$ cat config.mk
export PLATFORM = sky130hd
export DESIGN_NAME = slave_bus_mux
export DESIGN_NICKNAME = d
export VERILOG_FILES = /design/src/common/membus_pkg.sv /design/src/design/slave_bus_mux.sv
export VERILOG_INCLUDE_DIRS = /design/src /design/src/common
export SDC_FILE = /design/constraint.sdc
export NUM_CORES = 1
export LEC_CHECK = 0
export CORE_AREA = 2 2 85 87
export DETAILED_ROUTE_END_ITERATION = 10
export DIE_AREA = 0 0 87 89
export DONT_BUFFER_PORTS = 1
export PLACE_DENSITY = 0.38
export SLEW_MARGIN = 20
export SYNTH_ARGS = -nofsm -noshare
export SYNTH_HDL_FRONTEND = slang
export SYNTH_SLANG_ARGS = --single-unit
$ cat constraint.sdc
create_clock -name vclk -period 5.05
set_input_delay 1.01 -clock vclk [all_inputs]
set_output_delay 1.01 -clock vclk [all_outputs]
set_load 0.01 [all_outputs]
$ cat src/common/membus_defs.svh
`ifndef MEMBUS_DEFS_SVH
`define MEMBUS_DEFS_SVH

// Data word width in bits.
`define WORD_W 32

// Width of a word address.
`define WORD_ADDR_W 30

// Data memory holds 2**MEM_ADDR_BITS words.
`define MEM_ADDR_BITS 10

// Address map, in word addresses.
`define MEM_BASE 30'h1000
`define UART_BASE 30'h100
`define UART_WORDS 4

`endif
$ cat src/common/membus_pkg.sv
`include "membus_defs.svh"

package membus_pkg;

   typedef logic [`WORD_W-1:0] word_t;
   typedef logic [`WORD_ADDR_W-1:0] word_addr_t;
   typedef logic [3:0] byte_mask_t;
   typedef logic [`MEM_ADDR_BITS-1:0] mem_index_t;

   // typed access from the processor load/store port.
   typedef enum logic [3:0] {
      access_none,
      access_lb,
      access_lh,
      access_lw,
      access_lbu,
      access_lhu,
      access_sb,
      access_sh,
      access_sw
   } mem_access_t;

   typedef struct packed {
      logic       mem_read;
      byte_mask_t mask_byte;
      word_t      write_data;
   } bus_cmd_t;

   typedef word_t bus_result_t;

endpackage

$ cat src/design/slave_bus_mux.sv
`timescale 1ns/1ps

`include "membus_defs.svh"

module slave_bus_mux
   import membus_pkg::*;
(
   input  word_addr_t  addr_i,
   input  logic        write_i,
   input  bus_cmd_t    cmd_i,
   output bus_result_t result_o,
   output logic        invalid_address_o,
   // data memory.
   output mem_index_t  mem_addr_o,
   output logic        mem_write_o,
   output bus_cmd_t    mem_cmd_o,
   input  bus_result_t mem_result_i,
   // console.
   output logic        uart_write_o,
   output bus_cmd_t    uart_cmd_o
);

   localparam word_addr_t MemBase  = `MEM_BASE;
   localparam word_addr_t MemWords = word_addr_t'(2**`MEM_ADDR_BITS);
   localparam word_addr_t UartBase = `UART_BASE;
   localparam word_addr_t UartWords = word_addr_t'(`UART_WORDS);

   word_addr_t mem_offset;
   word_addr_t uart_offset;
   logic       mem_hit;
   logic       uart_hit;

   assign mem_offset  = addr_i - MemBase;
   assign uart_offset = addr_i - UartBase;

   // the lower bound check stops a wrapped offset from looking in range.
   assign mem_hit  = (addr_i >= MemBase) && (mem_offset < MemWords);
   assign uart_hit = (addr_i >= UartBase) && (uart_offset < UartWords);

   assign invalid_address_o = ~mem_hit & ~uart_hit;

   assign mem_addr_o  = mem_offset[`MEM_ADDR_BITS-1:0];
   assign mem_write_o = write_i & mem_hit;

   always_comb begin
      mem_cmd_o          = cmd_i;
      mem_cmd_o.mem_read = cmd_i.mem_read & mem_hit;
   end

   always_comb begin
      uart_cmd_o          = cmd_i;
      uart_cmd_o.mem_read = cmd_i.mem_read & uart_hit;
   end

   assign uart_write_o = write_i & uart_hit;

   assign result_o = mem_hit ? mem_result_i : '0; // the console has nothing to read.

endmodule

* Word level (Yosys, flattened, before mapping) *
Index checks and enable logic that the tools add are counted.

word-level totals
  word-level logic and storage cells = 16
  input port bits = 100
  output and inout port bits = 119
  register bits after elaboration = 0

operators by class
  $add $sub $neg = 2
  bitwise logic cells = 7
  multiplexer cells = 1
  order comparisons = 4
  reductions and logical operators = 2

operators by type and width
  cell                      count
  $mux W32                  1
  $ge A30 B13 Y1 const B    1
  $ge A30 B9 Y1 const B     1
  $lt A30 B11 Y1 const B    1
  $lt A30 B3 Y1 const B     1
  $sub A30 B13 Y30 const B  1
  $sub A30 B9 Y30 const B   1
  $and A1 B1 Y1             5
  $logic_and A1 B1 Y1       2
  $not A1 Y1                2

* Longest topological paths before layout *
  depth after elaboration = 5
  mapped depth = 5
  gate-level depth less buffers = 4

* Worst setup path before layout *
OpenSTA, ideal clock, no wires.

  kind = input-to-output
  start point = input port addr_i[14]
  end point = output port result_o[22] (netlist bit)
  stages = 5
  setup slack = 1.881 ns
  data required time = 4.040 ns
  path buffers = 1
  arrival = 2.159 ns
  path through = nor4_2 nand4_2 nor3_4 buf_6 and2_1

RTL lines
  what             RTL line             text
  start, declared  slave_bus_mux.sv:8   input word_addr_t addr_i,
  end, declared    slave_bus_mux.sv:11  output bus_result_t result_o,

==> impl_metrics.env <==
export IMPL_areaGrowthSynthToFinish_pct=-53.4
export IMPL_path_max_fanout=36
export IMPL_crit_arrival_ns=2.69
export IMPL_required_ns=4.04
export IMPL_syn_avg_cell_area_um2=7.22
export IMPL_die_w_um=87
export IMPL_wire_per_inst_um=16.2
export IMPL_grt_max_degree=36
export IMPL_rsz0062_at_grt="false"
export IMPL_min_from="addr_i[1]"
export IMPL_post_route_drc_count=0
export IMPL_drive_gt1_share_pct=5.26
export IMPL_yosys_warnings=0
export IMPL_clock_fmax_mhz=270
export IMPL_layout_commonest_cell="and2_1"
export IMPL_setup_violations=0
export IMPL_rows=30
export IMPL_vias=514
export IMPL_drv_cap=0
export IMPL_nets=159
export IMPL_synth_cell_types=17
export IMPL_post_cts_resized=0
export IMPL_start_util_pct=15.3
export IMPL_dr_pass1_iters=3
export IMPL_drt_iter0_drc=15
export IMPL_syn_cell_area_um2=1020
export IMPL_syn_nets=242
export IMPL_numPortBuffers=0
export IMPL_seq_cells=0
export IMPL_io_pins=219
export IMPL_yosys_area_top_type="buf_4"
export IMPL_postLayoutCoreUtil_pct=7.11
export IMPL_synth_cells=142
export IMPL_drtAntennaViolNets=0
export IMPL_min_path_cells=0
export IMPL_regArea_um2=0
export IMPL_gp_congestion=0.639
export IMPL_fin_tns_setup_ns=0
export IMPL_fin_crit_sh_pct=73.2
export IMPL_status="completed"
export IMPL_gr_total_overflow=0
export IMPL_synth_top_area_share_pct=60.1
export IMPL_period_needed_ns=3.70
export IMPL_max_slew_margin_pct=39.9
export IMPL_postCtsSetupBuffers=0
export IMPL_critical_path_class="in2out"
export IMPL_hp_class="in2out"
export IMPL_grt_pass1_vias=516
export IMPL_grt_usage_pct=4.34
export IMPL_start_kind="primary input"
export IMPL_hold_path_end="mem_addr_o[1]"
export IMPL_worst_slew_pin_slew_ns=0.898
export IMPL_die_h_um=89
export IMPL_final_cell_mix="and2_1, nor4_1, nor2_1"
export IMPL_hold_viol=0
export IMPL_clock_buffers=0
export IMPL_holdBufCountCts=0
export IMPL_timing_final_max_slew_violations=0
export IMPL_cp_cell_sequence="nor4_2 -> nand4_2 -> nor3_4 -> and2_1"
export IMPL_cp_slowest_cell="nor3_4"
export IMPL_synthTopCellsByArea="buf_4, and2_1, buf_6"
export IMPL_core_um2=6720
export IMPL_wirelength_um=2240
export IMPL_grt_pass1_wl_um=2670
export IMPL_die_area_um2=7740
export IMPL_slowest_delay_ns=0.77
export IMPL_synth_seq_area_share_pct=0
export IMPL_drt_vias_per_instance=3.72
export IMPL_dp_hpwl_um=1950
export IMPL_antenna_found_initial=0
export IMPL_crit_path_end_kind="output port"
## critical path, delay by kind of cell
family	cells	cell delay [ns]
and+or+nand+nor	4	1.67
## through the flow
stage / hold slack, ns / area (µm²) / setup WS [ns] / instances
CTS: 2.02 / 475 / 1.26 / 137
detailed placement: 2.02 / 475 / 1.27 / 137
finish: 2.02 / 478 / 1.35 / 138
global route: 2.02 / 475 / 1.06 / 137
global placement: 2.02 / 475 / 1.34 / 137
floorplan: 2.11 / 1020 / 1.88 / 142
## cells in the mapped netlist (all sizes together)
cell and n:
a21oi 1, and2 34, and3 2, buf 85, nand2 1, nand3 1
nand3b 1, nand4 1, nand4b 2, nor2 3, nor3 3, nor4 6
nor4b 1, o2bb2ai 1
## worst max path at each step
stage	startpoint	endpoint	slack (ns)	cells past startpoint
floorplan	addr_i[14]	result_o[22]	1.88	5
global placement	addr_i[14]	result_o[27]	1.34	4
detailed placement	addr_i[14]	result_o[27]	1.27	4
CTS	addr_i[14]	result_o[27]	1.26	4
global route	addr_i[14]	result_o[27]	1.06	4
finish	addr_i[14]	result_o[27]	1.35	4
## cells by family after synthesis
group	after synthesis	share of synthesized area (%)
simple gates	55	35.3
compound gates	2	1.34
buf+inv	85	63.4
## routing by layer
layer	GRT usage (%)	vias up	part of all wire, %
li1	-	206	-
met1	4.71	213	33
met2	7.43	73	47
met3	1.29	22	15
met4	2.70	0	5.1
met5	0	-	0
## final cells by class
cell class	instances	area, µm²
fill	804	6240
antenna	1	2.50
tap	80	100
multi-input combinational	57	375
