===== src/common/membus_defs.svh =====
`ifndef MEMBUS_DEFS_SVH
`define MEMBUS_DEFS_SVH

// Data word width in bits.
`define WORD_W 32

// Width of a word address.
`define WORD_ADDR_W 30

// Data memory holds 2**MEM_ADDR_BITS words.
`define MEM_ADDR_BITS 10

// Address map, in word addresses.
`define MEM_BASE 30'h1000
`define UART_BASE 30'h100
`define UART_WORDS 4

`endif

===== src/common/membus_pkg.sv =====
`include "membus_defs.svh"

package membus_pkg;

   typedef logic [`WORD_W-1:0] word_t;
   typedef logic [`WORD_ADDR_W-1:0] word_addr_t;
   typedef logic [3:0] byte_mask_t;
   typedef logic [`MEM_ADDR_BITS-1:0] mem_index_t;

   // typed access from the processor load/store port.
   typedef enum logic [3:0] {
      access_none,
      access_lb,
      access_lh,
      access_lw,
      access_lbu,
      access_lhu,
      access_sb,
      access_sh,
      access_sw
   } mem_access_t;

   typedef struct packed {
      logic       mem_read;
      byte_mask_t mask_byte;
      word_t      write_data;
   } bus_cmd_t;

   typedef word_t bus_result_t;

endpackage


===== src/design/master_bus_mux.sv =====
`timescale 1ns/1ps

module master_bus_mux
   import membus_pkg::*;
(
   input  logic        probe_sel_i,
   // probe side.
   input  word_addr_t  a_addr_i,
   input  logic        a_write_i,
   input  bus_cmd_t    a_cmd_i,
   output bus_result_t a_result_o,
   // processor side.
   input  word_addr_t  b_addr_i,
   input  logic        b_write_i,
   input  bus_cmd_t    b_cmd_i,
   output bus_result_t b_result_o,
   output word_addr_t  bus_addr_o,
   output logic        bus_write_o,
   output bus_cmd_t    bus_cmd_o,
   input  bus_result_t bus_result_i
);

   assign bus_addr_o  = probe_sel_i ? a_addr_i : b_addr_i;
   assign bus_write_o = probe_sel_i ? a_write_i : b_write_i;
   assign bus_cmd_o   = probe_sel_i ? a_cmd_i : b_cmd_i;

   // only the owner of the bus sees read data.
   assign a_result_o = probe_sel_i ? bus_result_i : '0;
   assign b_result_o = probe_sel_i ? '0 : bus_result_i;

endmodule


===== config.mk =====
export PLATFORM = sky130hd
export DESIGN_NAME = master_bus_mux
export DESIGN_NICKNAME = d
export VERILOG_FILES = /design/src/common/membus_pkg.sv /design/src/design/master_bus_mux.sv
export VERILOG_INCLUDE_DIRS = /design/src /design/src/common
export SDC_FILE = /design/constraint.sdc
export NUM_CORES = 1
export LEC_CHECK = 0
export BUFFER_PORTS_ARGS = -buffer_cell sky130_fd_sc_hd__buf_2
export CAP_MARGIN = 5
export CORE_AREA = 2 2 116 118
export DETAILED_ROUTE_END_ITERATION = 8
export DIE_AREA = 0 0 118 120
export PLACE_DENSITY = 0.49
export SYNTH_ARGS = -nofsm -noshare
export SYNTH_HDL_FRONTEND = slang
export SYNTH_SLANG_ARGS = --single-unit
export TNS_END_PERCENT = 1

===== constraint.sdc =====
create_clock -name vclk -period 1.2
set_clock_uncertainty 0.2 [all_clocks]
set_input_delay 0.12 -clock vclk [all_inputs]
set_output_delay 0.12 -clock vclk [all_outputs]
set_load 0.005 [all_outputs]

Yosys cells after proc, flatten, opt, wreduce, memory -nomap -nowiden
Cells that the tools add are included.
{ "classes": {"n_mux": 5} }
{ "ops": {"columns": ["cell", "count"], "rows": [
  ["2-to-1 mux 32 bit", 2],
  ["2-to-1 mux 37 bit", 1],
  ["2-to-1 mux 30 bit", 1],
  ["2-to-1 mux 1 bit", 1]
]} }
{ "totals": {"regBits": 0, "out_inout_bits": 132, "elab_cells": 5, "input_bits": 169} }

Depth between registers and ports, before layout
Gate-level depths: netlist of the first run.
{ "depth": {"ltp_word": 1, "depth_mapped": 4, "depth_no_buf": 1} }

Worst setup path before layout of the first run
No wires, ideal clock.
{ "synth_path": {"path_type": "input-to-output", "startpoint": "in probe_sel_i", "endpoint": "out bus_cmd_o[20] (netlist bit)", "slack_ns": 0.091, "n_path_buf": 3, "cell_stages": 4, "required_time_ns": 0.880, "arrival_time_ns": 0.789, "cell_sequence": "buf_6 buf_6 buf_6 mux2_4"} }
{ "synth_lines": {"columns": ["element", "line", "text"], "rows": [
  ["start: declaration", "master_bus_mux.sv:6", "input logic probe_sel_i,"],
  ["end: declaration", "master_bus_mux.sv:19", "output bus_cmd_t bus_cmd_o,"]
]} }

Worst setup path in the final report of the first run
{ "layout_path": {"startpoint": "in probe_sel_i", "endpoint": "out bus_addr_o[29]"} }
{ "layout_between": {"elab_chain_cells": 1} }
{ "layout_rtl": {"columns": ["element", "line", "text"], "rows": [
  ["2-to-1 mux 30 bit", "master_bus_mux.sv:23", "assign bus_addr_o = probe_sel_i ? a_addr_i : b_addr_i;"],
  ["end: declaration", "master_bus_mux.sv:17", "output word_addr_t bus_addr_o,"]
]} }
Every way passes these cells.

==> flow_summary.toml, run 1 <==
[sta]
post-route-period-util = 1.00
holdWs_ns = 0.324
rsz0062_at_grt = "true"
worst_pin_slew_ns = 0.115
slew_viol_final = 0
relSlewSlack = 0.924
finalHoldViolations = 0
max_freq_mhz = 831
finalSetupViolCount = 1
layout_setup_ws_ns = -0.00298
period_minus_slack_ns = 1.20

[outcome]
violations = "setup timing"
status = "complete, but fails checks"

[global_route]
antenna_found_initial = 0
grt_pass1_wl_um = 12300
grt_overflow = 0
global_route.usage.total = 0.110
grt_pass1_vias = 2229
grt_max_degree = 33

[synthesis]
synthCells = 147
yosys_warnings = 0
yosysMostFrequentCell = "mux2_2"
synth_top_cell_by_area = "mux2_2"
synthDominantCellAreaShare = 0.443
synth_common_cells = "52 x mux2_2, 32 x and2_1, 32 x nor2b_1, 16 x mux2_4, 8 x buf_2"
ys_seq_area_frac = 0
ys_types = 7
syn-cell-area_um2 = 1320
synth_fp_nets = 316
synth_area_leaders = "mux2_2 44%, mux2_4 18%, and2_1 15%"
avgSynthCellArea_um2 = 9.00

[worst_setup_path]
required_ns = 0.88
path_cells = "buf_16 -> clkbuf_16 -> mux2_2 -> buf_2"
endpoint_kind = "output port"
cp_top_family = "buffers and inverters"
arrival_ns = 0.88
cp-start-kind = "input port"
path_buf_inv = 3
crit_fanout = 6
crit_slowest_cell = "mux2_2"
criticalPathCategory = "in -> out"
max_stage_delay_ns = 0.34

[placed_design]
dp_slack_ns = -0.156
port-buffer-count = 301
dpl.hpwl_um = 7130
place.gp.congestion = 0.751

[routing]
routed_wl_um = 8920
vias = 2248
postRouteAntennaNets = 0
firstDrtPassIters = 3
via_per_inst = 3.62
drc = 0
wl_per_cell_um = 14.4
drt-initial-drc-count = 26

[final_layout]
drive_above_1_share = 0.861
final_util = 0.281
antenna_cells = 0
clock_buffers = 0
seq_cells = 0
area_growth_pct = 176
fin_nets = 616
seqCellArea_um2 = 0

[pwr]
p_leak_uw = 0.00213
peakVddDrop_mv = 0.149
power_uw = 1350
p_per_area_nw_per_um2 = 370

[floorplan]
die_y_um = 120
start_util = 0.102
core_um2 = 13000
die_width_um = 118
ios = 301
core.rowCount = 42
die_area_um2 = 14200

[worst_hold_path]
hp-class = "in -> out"

[clocking]
cts_hold_buf = 0

[flow_run]
cap_violations = 0
[cells by family (layout without fill, tap and decap cells)]
| family | count (synthesis) | in the layout | share of synthesized area |
|---|---|---|---|
| and+or+nand+nor | 64 | 64 | 0.303 |
| muxes | 68 | 68 | 0.624 |
| buffers and inverters | 15 | 313 | 0.0728 |
[layer usage]
| metal | global-route usage | vias to the layer above | routed length (µm) | part of all wire |
|---|---|---|---|---|
| met1 | 0.111 | 998 | 2980 | 0.33 |
| met5 | 0 | - | 0 | 0 |
| met4 | 0.00753 | 0 | 65 | 0.0073 |
| met2 | 0.235 | 153 | 5050 | 0.57 |
| li1 | - | 1095 | - | - |
| met3 | 0.0238 | 2 | 830 | 0.093 |
[cell usage in the layout (no fill, tap or decap)]
master,n
and2_1,32
buf_12,1
buf_16,7
buf_2,265
buf_4,2
buf_6,34
bufbuf_16,1
clkbuf_16,3
mux2_2,11
mux2_4,57
nor2b_1,30
nor2b_2,2
[area by class of cell]
cell class,instances,area (µm²)
fill,1412,9330
timing repair buffer,313,2040
tap,176,220
multi-input combinational,132,1390
[path summary, 6_finish.rpt]
check	startpoint	to	slack, ns	depth (start not counted)
worst max-delay path	probe_sel_i	bus_addr_o[29]	-0.003	4
worst min-delay path	bus_result_i[15]	a_result_o[15]	0.32	3
[per-stage QoR]
step	cell area [µm²]	std cells	setup TNS, ns
global route	3650	621	-0.104
detailed placement	3020	613	-8.35
global placement	3020	613	-7.34
floorplan	1320	147	0
finish	3650	621	-0.00298
CTS	3540	618	-1.10
[power by group]
part | internal [µW] | switching [µW]
clock network | 0 | 0
logic | 887 | 465
registers | 0 | 0
total | 887 | 465
[timing repair]
| action | in CTS | in global routing |
|---|---|---|
| buffers inserted | 0 | 0 |
| gates resized for setup | 80 | 8 |
| cloned | 5 | 3 |
| endpoints found under the setup margin | 102 | 90 |
No activity file was read; power rests on OpenSTA's default activity.
==> inputs of run 2 (changes only) <==
Settings changed: CELL_PAD_IN_SITES_DETAIL_PLACEMENT from default to 0, CELL_PAD_IN_SITES_GLOBAL_PLACEMENT from default to 1, CORE_AREA 2 2 116 118 to 2 2 117 119, DIE_AREA 0 0 118 120 to 0 0 119 121, PLACE_DENSITY 0.49 to default, PLACE_DENSITY_LB_ADDON from default to 0.1.
==> flow_summary.toml, run 2 (synthesis gave the netlist of run 1 again) <==
[final_layout]
final_cell_area_um2 = 3500
fin_nets = 621
seqCellArea_um2 = 0
clock_buffers = 0
multi_input_area_um2 = 1330
drive_above_1_share = 0.860
seq_cells = 0
final_common_cell = "buf_2"
fillers = 1461
final_cell_mix = "281 x buf_2, 42 x mux2_4, 32 x and2_1"
antenna_cells = 0
area_growth_pct = 165
finalNonFillerCells = 626

[sta]
post-route-period-util = 0.992
finalHoldViolations = 0
slew_viol_final = 0
layout_setup_ws_ns = 0.0100
worst_pin_slew_ns = 0.102
finalSetupViolCount = 0
max_freq_mhz = 840
period_minus_slack_ns = 1.19
relSlewSlack = 0.932
rsz0062_at_grt = "true"

[worst_setup_path]
cp-startpoint = "probe_sel_i"
crit_fanout = 10
arrival_ns = 0.87
required_ns = 0.88
cp-start-kind = "input port"
endpoint_kind = "output port"
criticalPathCategory = "in -> out"

[routing]
via_per_inst = 3.65
postRouteAntennaNets = 0
firstDrtPassIters = 3
drc = 0
drt-initial-drc-count = 20
routed_wl_um = 8970
wl_per_cell_um = 14.3
vias = 2282

[global_route]
grt_pass1_vias = 2315
global_route.usage.total = 0.109
grt_overflow = 0
grt_max_degree = 20
grt_pass1_wl_um = 12300
antenna_found_initial = 0

[floorplan]
die_y_um = 121
die_area_um2 = 14400
start_util = 0.101
core.rowCount = 42
ios = 301
die_width_um = 119
core_um2 = 13100

[placed_design]
port-buffer-count = 301
dp_slack_ns = -0.102
dpl.hpwl_um = 7530
place.gp.congestion = 0.698
postPlaceCellArea_um2 = 3060
dp.cells = 619

[clocking]
post-cts-setup-buffers = 0
cts_hold_buf = 0

[pwr]
p_leak_uw = 0.00204
power_uw = 1240
p_per_area_nw_per_um2 = 355
peakVddDrop_mv = 0.105

[flow_run]
cap_violations = 0

[outcome]
status = "completed"

[worst_hold_path]
hp-class = "in -> out"
hold_depth = 3
worstHoldStart = "bus_result_i[10]"
==> run 2: cell types whose count changed in the layout (fill, tap and decap cells not counted) <==
cell / delta
nor2b_2: -1
buf_16: -2
buf_6: -13
buf_12: +2
buf_4: +3
mux2_4: -15
mux2_2: +15
nor2b_1: +1
buf_2: +16
bufbuf_16: -1
==> run 2: layout make-up <==
| cell class | count | area share |
|---|---|---|
| repair buffers | 318 | 0.558 |
| multi-input cells | 132 | 0.379 |
| well taps | 176 | 0.0629 |
==> run 2: worst paths after layout <==
path / end
min: a_result_o[10]
max: bus_cmd_o[20]
==> run 2: power by group <==
part           leakage [µW]  switching, µW  internal (µW)
combinational       0.00204            428            815
sequential                0              0              0
clock                     0              0              0
==> run 2: repair_timing <==
action | CTS | global route
endpoints found under the setup margin | 94 | 82
gates resized for setup | 53 | 6
cloned | 4 | 3
pin swaps | 0 | 0
==> run 2: through the flow <==
stage / hold WS (ns) / utilization / setup TNS [ns]
finish: 0.325 / 0.267 / 0
global route: 0.338 / 0.267 / -0.00654
CTS: 0.327 / 0.260 / -1.03
detailed placement: 0.327 / 0.234 / -5.49
global placement: 0.327 / 0.234 / -5.53
floorplan: 0.150 / - / 0
==> run 2: routing by layer <==
metal	vias to the layer above	track usage	wire, µm
li1	1108	-	-
met3	0	0.0399	1070
met1	1010	0.0830	2460
met4	0	0	0
met2	164	0.258	5440
met5	-	0	0
==> run 2: critical path, cell delays in order <==
cell and delay (ns):
clkbuf_16 0.15, buf_16 0.16, mux2_4 0.31, buf_6 0.12
