## config.mk

```make
export PLATFORM = sky130hd
export DESIGN_NAME = lsu_ctrl
export DESIGN_NICKNAME = d
export VERILOG_FILES = /design/src/common/membus_pkg.sv /design/src/design/lsu_ctrl.sv
export VERILOG_INCLUDE_DIRS = /design/src /design/src/common
export SDC_FILE = /design/constraint.sdc
export NUM_CORES = 1
export LEC_CHECK = 0
export BUFFER_PORTS_ARGS = -buffer_cell sky130_fd_sc_hd__buf_4
export CAP_MARGIN = 20
export CELL_PAD_IN_SITES_DETAIL_PLACEMENT = 1
export CELL_PAD_IN_SITES_GLOBAL_PLACEMENT = 1
export CORE_MARGIN = 3
export CORE_UTILIZATION = 21
export DETAILED_ROUTE_END_ITERATION = 10
export GPL_TIMING_DRIVEN = 0
export PLACE_DENSITY = 0.83
export SYNTH_ARGS = -nofsm -noshare
export SYNTH_HDL_FRONTEND = slang
export SYNTH_SLANG_ARGS = --single-unit
export TNS_END_PERCENT = 50
```

## constraint.sdc

```tcl
create_clock -name vclk -period 1.8
set_input_delay 0.09 -clock vclk [all_inputs]
set_output_delay 0.09 -clock vclk [all_outputs]
set_load 0.01 [all_outputs]
```

## src/common/membus_defs.svh

```systemverilog
`ifndef MEMBUS_DEFS_SVH
`define MEMBUS_DEFS_SVH

// Data word width in bits.
`define WORD_W 32

// Width of a word address.
`define WORD_ADDR_W 30

// Data memory holds 2**MEM_ADDR_BITS words.
`define MEM_ADDR_BITS 10

// Address map, in word addresses.
`define MEM_BASE 30'h1000
`define UART_BASE 30'h100
`define UART_WORDS 4

`endif
```

## src/common/membus_pkg.sv

```systemverilog
`include "membus_defs.svh"

package membus_pkg;

   typedef logic [`WORD_W-1:0] word_t;
   typedef logic [`WORD_ADDR_W-1:0] word_addr_t;
   typedef logic [3:0] byte_mask_t;
   typedef logic [`MEM_ADDR_BITS-1:0] mem_index_t;

   // typed access from the processor load/store port.
   typedef enum logic [3:0] {
      access_none,
      access_lb,
      access_lh,
      access_lw,
      access_lbu,
      access_lhu,
      access_sb,
      access_sh,
      access_sw
   } mem_access_t;

   typedef struct packed {
      logic       mem_read;
      byte_mask_t mask_byte;
      word_t      write_data;
   } bus_cmd_t;

   typedef word_t bus_result_t;

endpackage

```

## src/design/lsu_ctrl.sv

```systemverilog
`timescale 1ns/1ps

module lsu_ctrl
   import membus_pkg::*;
(
   input  mem_access_t access_i,
   input  word_t       byte_addr_i,
   input  word_t       store_data_i,
   input  bus_result_t bus_result_i,
   output bus_cmd_t    bus_cmd_o,
   output logic        write_o,
   output word_addr_t  word_addr_o,
   output word_t       load_data_o,
   output logic        misaligned_o
);

   logic [1:0] offset;
   logic       is_load;
   logic       is_store;
   logic       size_byte;
   logic       size_half;
   logic       is_unsigned;
   word_t      shifted;

   assign offset      = byte_addr_i[1:0];
   assign word_addr_o = byte_addr_i[31:2];

   always_comb begin
      is_load     = 1'b0;
      is_store    = 1'b0;
      size_byte   = 1'b0;
      size_half   = 1'b0;
      is_unsigned = 1'b0;
      case (access_i)
         access_lb:  begin is_load = 1'b1; size_byte = 1'b1; end
         access_lh:  begin is_load = 1'b1; size_half = 1'b1; end
         access_lw:  is_load = 1'b1;
         access_lbu: begin is_load = 1'b1; size_byte = 1'b1; is_unsigned = 1'b1; end
         access_lhu: begin is_load = 1'b1; size_half = 1'b1; is_unsigned = 1'b1; end
         access_sb:  begin is_store = 1'b1; size_byte = 1'b1; end
         access_sh:  begin is_store = 1'b1; size_half = 1'b1; end
         access_sw:  is_store = 1'b1;
         default:    ;
      endcase
   end

   // a byte never misaligns, a half needs an even address, a word needs offset zero.
   assign misaligned_o = (is_load | is_store) &
                         (size_half ? offset[0] : (!size_byte && offset != 2'b00));

   always_comb begin
      if (size_byte) begin
         bus_cmd_o.mask_byte  = 4'b0001 << offset;
         bus_cmd_o.write_data = {4{store_data_i[7:0]}};
      end else if (size_half) begin
         bus_cmd_o.mask_byte  = 4'b0011 << offset;
         bus_cmd_o.write_data = {2{store_data_i[15:0]}};
      end else begin
         bus_cmd_o.mask_byte  = 4'b1111;
         bus_cmd_o.write_data = store_data_i;
      end
      bus_cmd_o.mem_read = is_load & ~misaligned_o;
   end

   assign write_o = is_store & ~misaligned_o;

   assign shifted = bus_result_i >> {offset, 3'b000}; // addressed lane moves to bit 0.

   always_comb begin
      if (!is_load)
         load_data_o = '0;
      else if (size_byte)
         load_data_o = {{24{shifted[7] & ~is_unsigned}}, shifted[7:0]};
      else if (size_half)
         load_data_o = {{16{shifted[15] & ~is_unsigned}}, shifted[15:0]};
      else
         load_data_o = shifted;
   end

endmodule

```

# Word level (Yosys, flattened, before mapping)

Cells that the tools add are included.

Register bits: 0
Word-level logic and storage cells: 38
ROM bits: 0
Bits in latches: 0
Bits of input ports: 100
Output and inout port bits: 101
RAM bits: 0
Memories kept: 0

$lt $le $gt $ge: 0
Multiply operators: 0
Reductions and logical operators: 8
$add $sub $neg: 0
Equal/unequal tests: 8
Divide/modulo/power cells: 0
Bitwise gates (word level): 8
Multiplexer cells: 11
Shift operators: 3

Operators with widths:

| operator            | count |
|---|---|
| $mux 32             | 3 |
| $mux 36             | 2 |
| $shr 32x5->32       | 1 |
| $eq 4x3->1 const B  | 4 |
| $reduce_or 3->1     | 3 |
| $eq 4x2->1 const B  | 2 |
| $mux 1              | 6 |
| $and 1x1->1         | 5 |
| $reduce_or 5->1     | 1 |
| $eq 4x1->1 const B  | 1 |
| $eq 4x4->1 const B  | 1 |
| $shl 1x2->4 const A | 1 |
| $shl 2x2->4 const A | 1 |
| $not 1->1           | 2 |
| $reduce_bool 2->1   | 1 |
| $reduce_or 2->1     | 1 |
| $logic_and 1x1->1   | 1 |
| $logic_not 1->1     | 1 |
| $or 1x1->1          | 1 |

# Logic depth before layout (Yosys ltp)

Depth after elaboration: 9
Depth in mapped cells: 9

# Least setup slack after synthesis

No wires, ideal clock.

Path type: input-to-output
From: input port byte_addr_i[1]
To: output port misaligned_o
Data arrival time: 1.488 ns
Required time: 1.710 ns
Path buffers: 3
Stages: 9
Setup slack: 0.222 ns
Path through: buf_6 -> clkbuf_1 -> inv_1 -> clkbuf_1 -> ha_1 -> nor2b_1 -> o21ai_0 -> o21a_1 -> o22ai_1

Cells in the longest elaborated chain, start to end: 4

RTL lines:

| what               | line           | RTL |
|---|---|---|
| start: declaration | lsu_ctrl.sv:7  | `input word_t byte_addr_i,` |
| $reduce_bool 2->1  | lsu_ctrl.sv:49 | `(size_half ? offset[0] : (!size_byte && offset != 2'b00));` |
| $logic_and 1x1->1  | lsu_ctrl.sv:49 |  |
| $mux 1             | lsu_ctrl.sv:49 |  |
| $and 1x1->1        | lsu_ctrl.sv:48 | `assign misaligned_o = (is_load \| is_store) &` |
| end: declaration   | lsu_ctrl.sv:14 | `output logic misaligned_o` |

No other way between the ends.

# Final worst setup path

From: input port access_i[0]
To: output port load_data_o[27]

Cells in the longest elaborated chain, start to end: 8
Elaborated cells between the ends (all ways): 21
Classes of those cells: eq/ne (7); mux (7); bitwise (3); reduce/logical (4)

RTL lines:

| what                      | line                           | RTL |
|---|---|---|
| start: declaration        | lsu_ctrl.sv:6                  | `input mem_access_t access_i,` |
| $eq 4x3->1                | lsu_ctrl.sv:34                 | `case (access_i)` |
| $reduce_or 2->1 (no line) | -                              |  |
| $mux 1                    | lsu_ctrl.sv:34                 |  |
| $not 1->1                 | lsu_ctrl.sv:73, lsu_ctrl.sv:75 |  |
| $and 1x1->1               | lsu_ctrl.sv:75                 | `load_data_o = {{16{shifted[15] & ~is_unsigned}}, shifted[15:0]};` |
| $mux 32                   | lsu_ctrl.sv:74                 | `else if (size_half)` |
| $mux 32                   | lsu_ctrl.sv:72                 | `else if (size_byte)` |
| $mux 32 *                 | lsu_ctrl.sv:70                 | `if (!is_load)` |
| end: declaration          | lsu_ctrl.sv:13                 | `output word_t load_data_o,` |

Every way passes the cells marked *; elsewhere a longest branch is shown, timed or not.

==> run_results.csv <==
group,metric,value,unit
setup_path,cp.arrival,1.62,ns
setup_path,crit_chain,"buf_4 -> buf_4 -> xnor2_1 -> a21oi_2 -> buf_4 -> clkbuf_4 -> a21oi_1 -> nor2_2 -> buf_4",
power_and_ir_drop,vdd_drop_max,0.119,mV
cells_and_area,final_area,0.00310,mm2
cells_and_area,antennaDiodeCount,0,
cells_and_area,final.fill_count,992,
setup_path,worstPathRequired,1.71,ns
floorplan,io_pins,201,
sta,period_minus_slack,1.71,ns
setup_path,start_kind,"primary input",
detailed_routing,wl_per_cell,16.2,um
placement,dp_slack,-0.332,ns
detailed_routing,vias_per_cell,4.71,
logic_synthesis,synthCells,230,
power_and_ir_drop,p_leak,1.54,nW
setup_path,crit_buf_inv,5,
logic_synthesis,synth_top_area_share,0.182,
floorplan,die_y,95.9,um
logic_synthesis,synth_seq_area_share,0,
floorplan,fp.dieW,95.9,um
global_route,antenna_found_initial,0,
placement,globalplace.congestion,0.831,
detailed_routing,finalWirelength,8140,um
floorplan,fp-row-count,32,
setup_path,criticalPathCategory,"primary input to output port",
setup_path,endpoint_kind,"output port",
floorplan,die_area,0.00919,mm2
placement,placed_area,0.00310,mm2
run_status,status,"finished clean",
sta,worst_pin_slew,0.775,ns
sta,slew_headroom,0.480,
sta,worst_slack,0.0878,ns
sta,drv_slew,0,
logic_synthesis,avgSynthCellArea,7.37,um2
sta,hold_viol_final,0,
cells_and_area,layoutNonFillerInstCount,501,
cells_and_area,drive_above_1_share,0.714,
placement,dp_cells,502,
cells_and_area,synthToLayoutAreaGrowth,83.1,%
setup_path,crit_family,"buffers and inverters",
logic_synthesis,ys_types,38,
logic_synthesis,yosysTopAreaCell,"buf_4",
logic_synthesis,synthTopCellsByCount,"buf_4 (41), a21oi_1 (24), mux2_2 (24), nor2_1 (19), a211oi_1 (16)",
detailed_routing,post-route-drc-count,0,
setup_path,cpPeakStageDelay,0.30,ns
logic_synthesis,synth_most_common_cell,"buf_4",
sta,finalCritPeriodShare,0.951,
logic_synthesis,synthTopCellsByArea,"buf_4 (18%), mux2_2 (16%), a21oi_1 (7.1%)",
sta,setup_violations,0,
placement,hpwl,7070,um
logic_synthesis,syn_area,0.00170,mm2
cells_and_area,regArea,0,um2
cells_and_area,nFlopsAndLatches,0,
global_route,grt_max_degree,20,
setup_path,crit_top_cell,"buf_4",
cells_and_area,multiInputGateArea,0.00128,mm2
logic_synthesis,ys.warnings.count,0,
detailed_routing,via_count,2361,
detailed_routing,drt_iter0_drc,68,
worst_hold_path,min_path_type,"primary input to output port",
sta,fmax,584,MHz
detailed_routing,drtAntennaViolNets,0,
global_route,grt_overflow,0,
cells_and_area,fin_util,0.400,
global_route,grt_pass1_vias,2402,
logic_synthesis,syn-num-nets,334,
setup_path,crit_slowest_cell,"a21oi_2",
sta,grt_setup_unrepaired,"yes",
global_route,track_usage,0.157,
power_and_ir_drop,power.density,283,mW/mm2
setup_path,crit_fanout,10,
floorplan,initial_utilization,0.218,
placement,portBuffers,170,
cells_and_area,nets,505,
floorplan,core,0.00777,mm2
job,maxCapViolations,0,
cells_and_area,nClkBuffers,0,
detailed_routing,dr.pass1.iters,4,
global_route,grt_pass1_wl,11800,um
-- cell type report --
type                            instances  share of cell area
Buffer                                 54               0.129
Multi-Input combinational cell        170               0.411
Inverter                                4             0.00484
Timing Repair Buffer                  171               0.414
Tap cell                              102              0.0411
-- layout by cell type, fill, tap and decap left out, types with 9 or more instances in the layout --
master / netlist / layout
nor2b_1: 9 / 9
nor2_1: 19 / 19
nor2_2: 11 / 11
buf_4: 41 / 212
mux2i_1: 10 / 10
a211oi_1: 16 / 16
a21oi_1: 24 / 24
o21ai_0: 10 / 10
mux2_2: 24 / 24
-- kinds of logic after synthesis --
group / Yosys count / share of synthesized area
xor+xnor: 1 / 0.00517
simple gates: 60 / 0.195
buf+inv: 60 / 0.247
fa+ha+maj: 4 / 0.0295
compound gates: 70 / 0.297
mux: 35 / 0.227
-- power breakdown --
part / leakage, nW / internal (mW) / total (mW) / switching [mW]
Clock: 0 / 0 / 0 / 0
Sequential: 0 / 0 / 0 / 0
Combinational: 1.54 / 0.487 / 0.880 / 0.392
Total: 1.54 / 0.487 / 0.880 / 0.392
-- path summary, 6_finish.rpt --
check / startpoint / endpoint / slack (ns) / cells after the start
worst min-delay path: byte_addr_i[25] / word_addr_o[23] / 0.36 / 2
worst max-delay path: access_i[0] / load_data_o[27] / 0.09 / 9
-- metal layers --
layer | track usage | part of all wire | vias up
li1 | - | - | 1126
met1 | 0.180 | 0.35 | 1119
met2 | 0.323 | 0.56 | 114
met3 | 0.0188 | 0.081 | 2
met4 | 0 | 0.0015 | 0
met5 | 0 | 0 | -
-- stage by stage --
stage,setup TNS (ns),hold WS [ns],power (mW)
2_1_floorplan,0,0.272,0.448
3_3_place_gp,-0.880,0.357,0.867
3_5_place_dp,-0.777,0.358,0.884
4_1_cts,0,0.358,0.886
5_1_grt,-0.117,0.363,0.951
6_report,0,0.357,0.880
-- repair_timing --
action	4_1_cts	5_1_grt
endpoints found under the setup margin	5	13
buffers inserted	0	1
resized for setup	0	2
pin swaps	0	1
hold buffers	0	0
(Power assumes the default switching activity.)
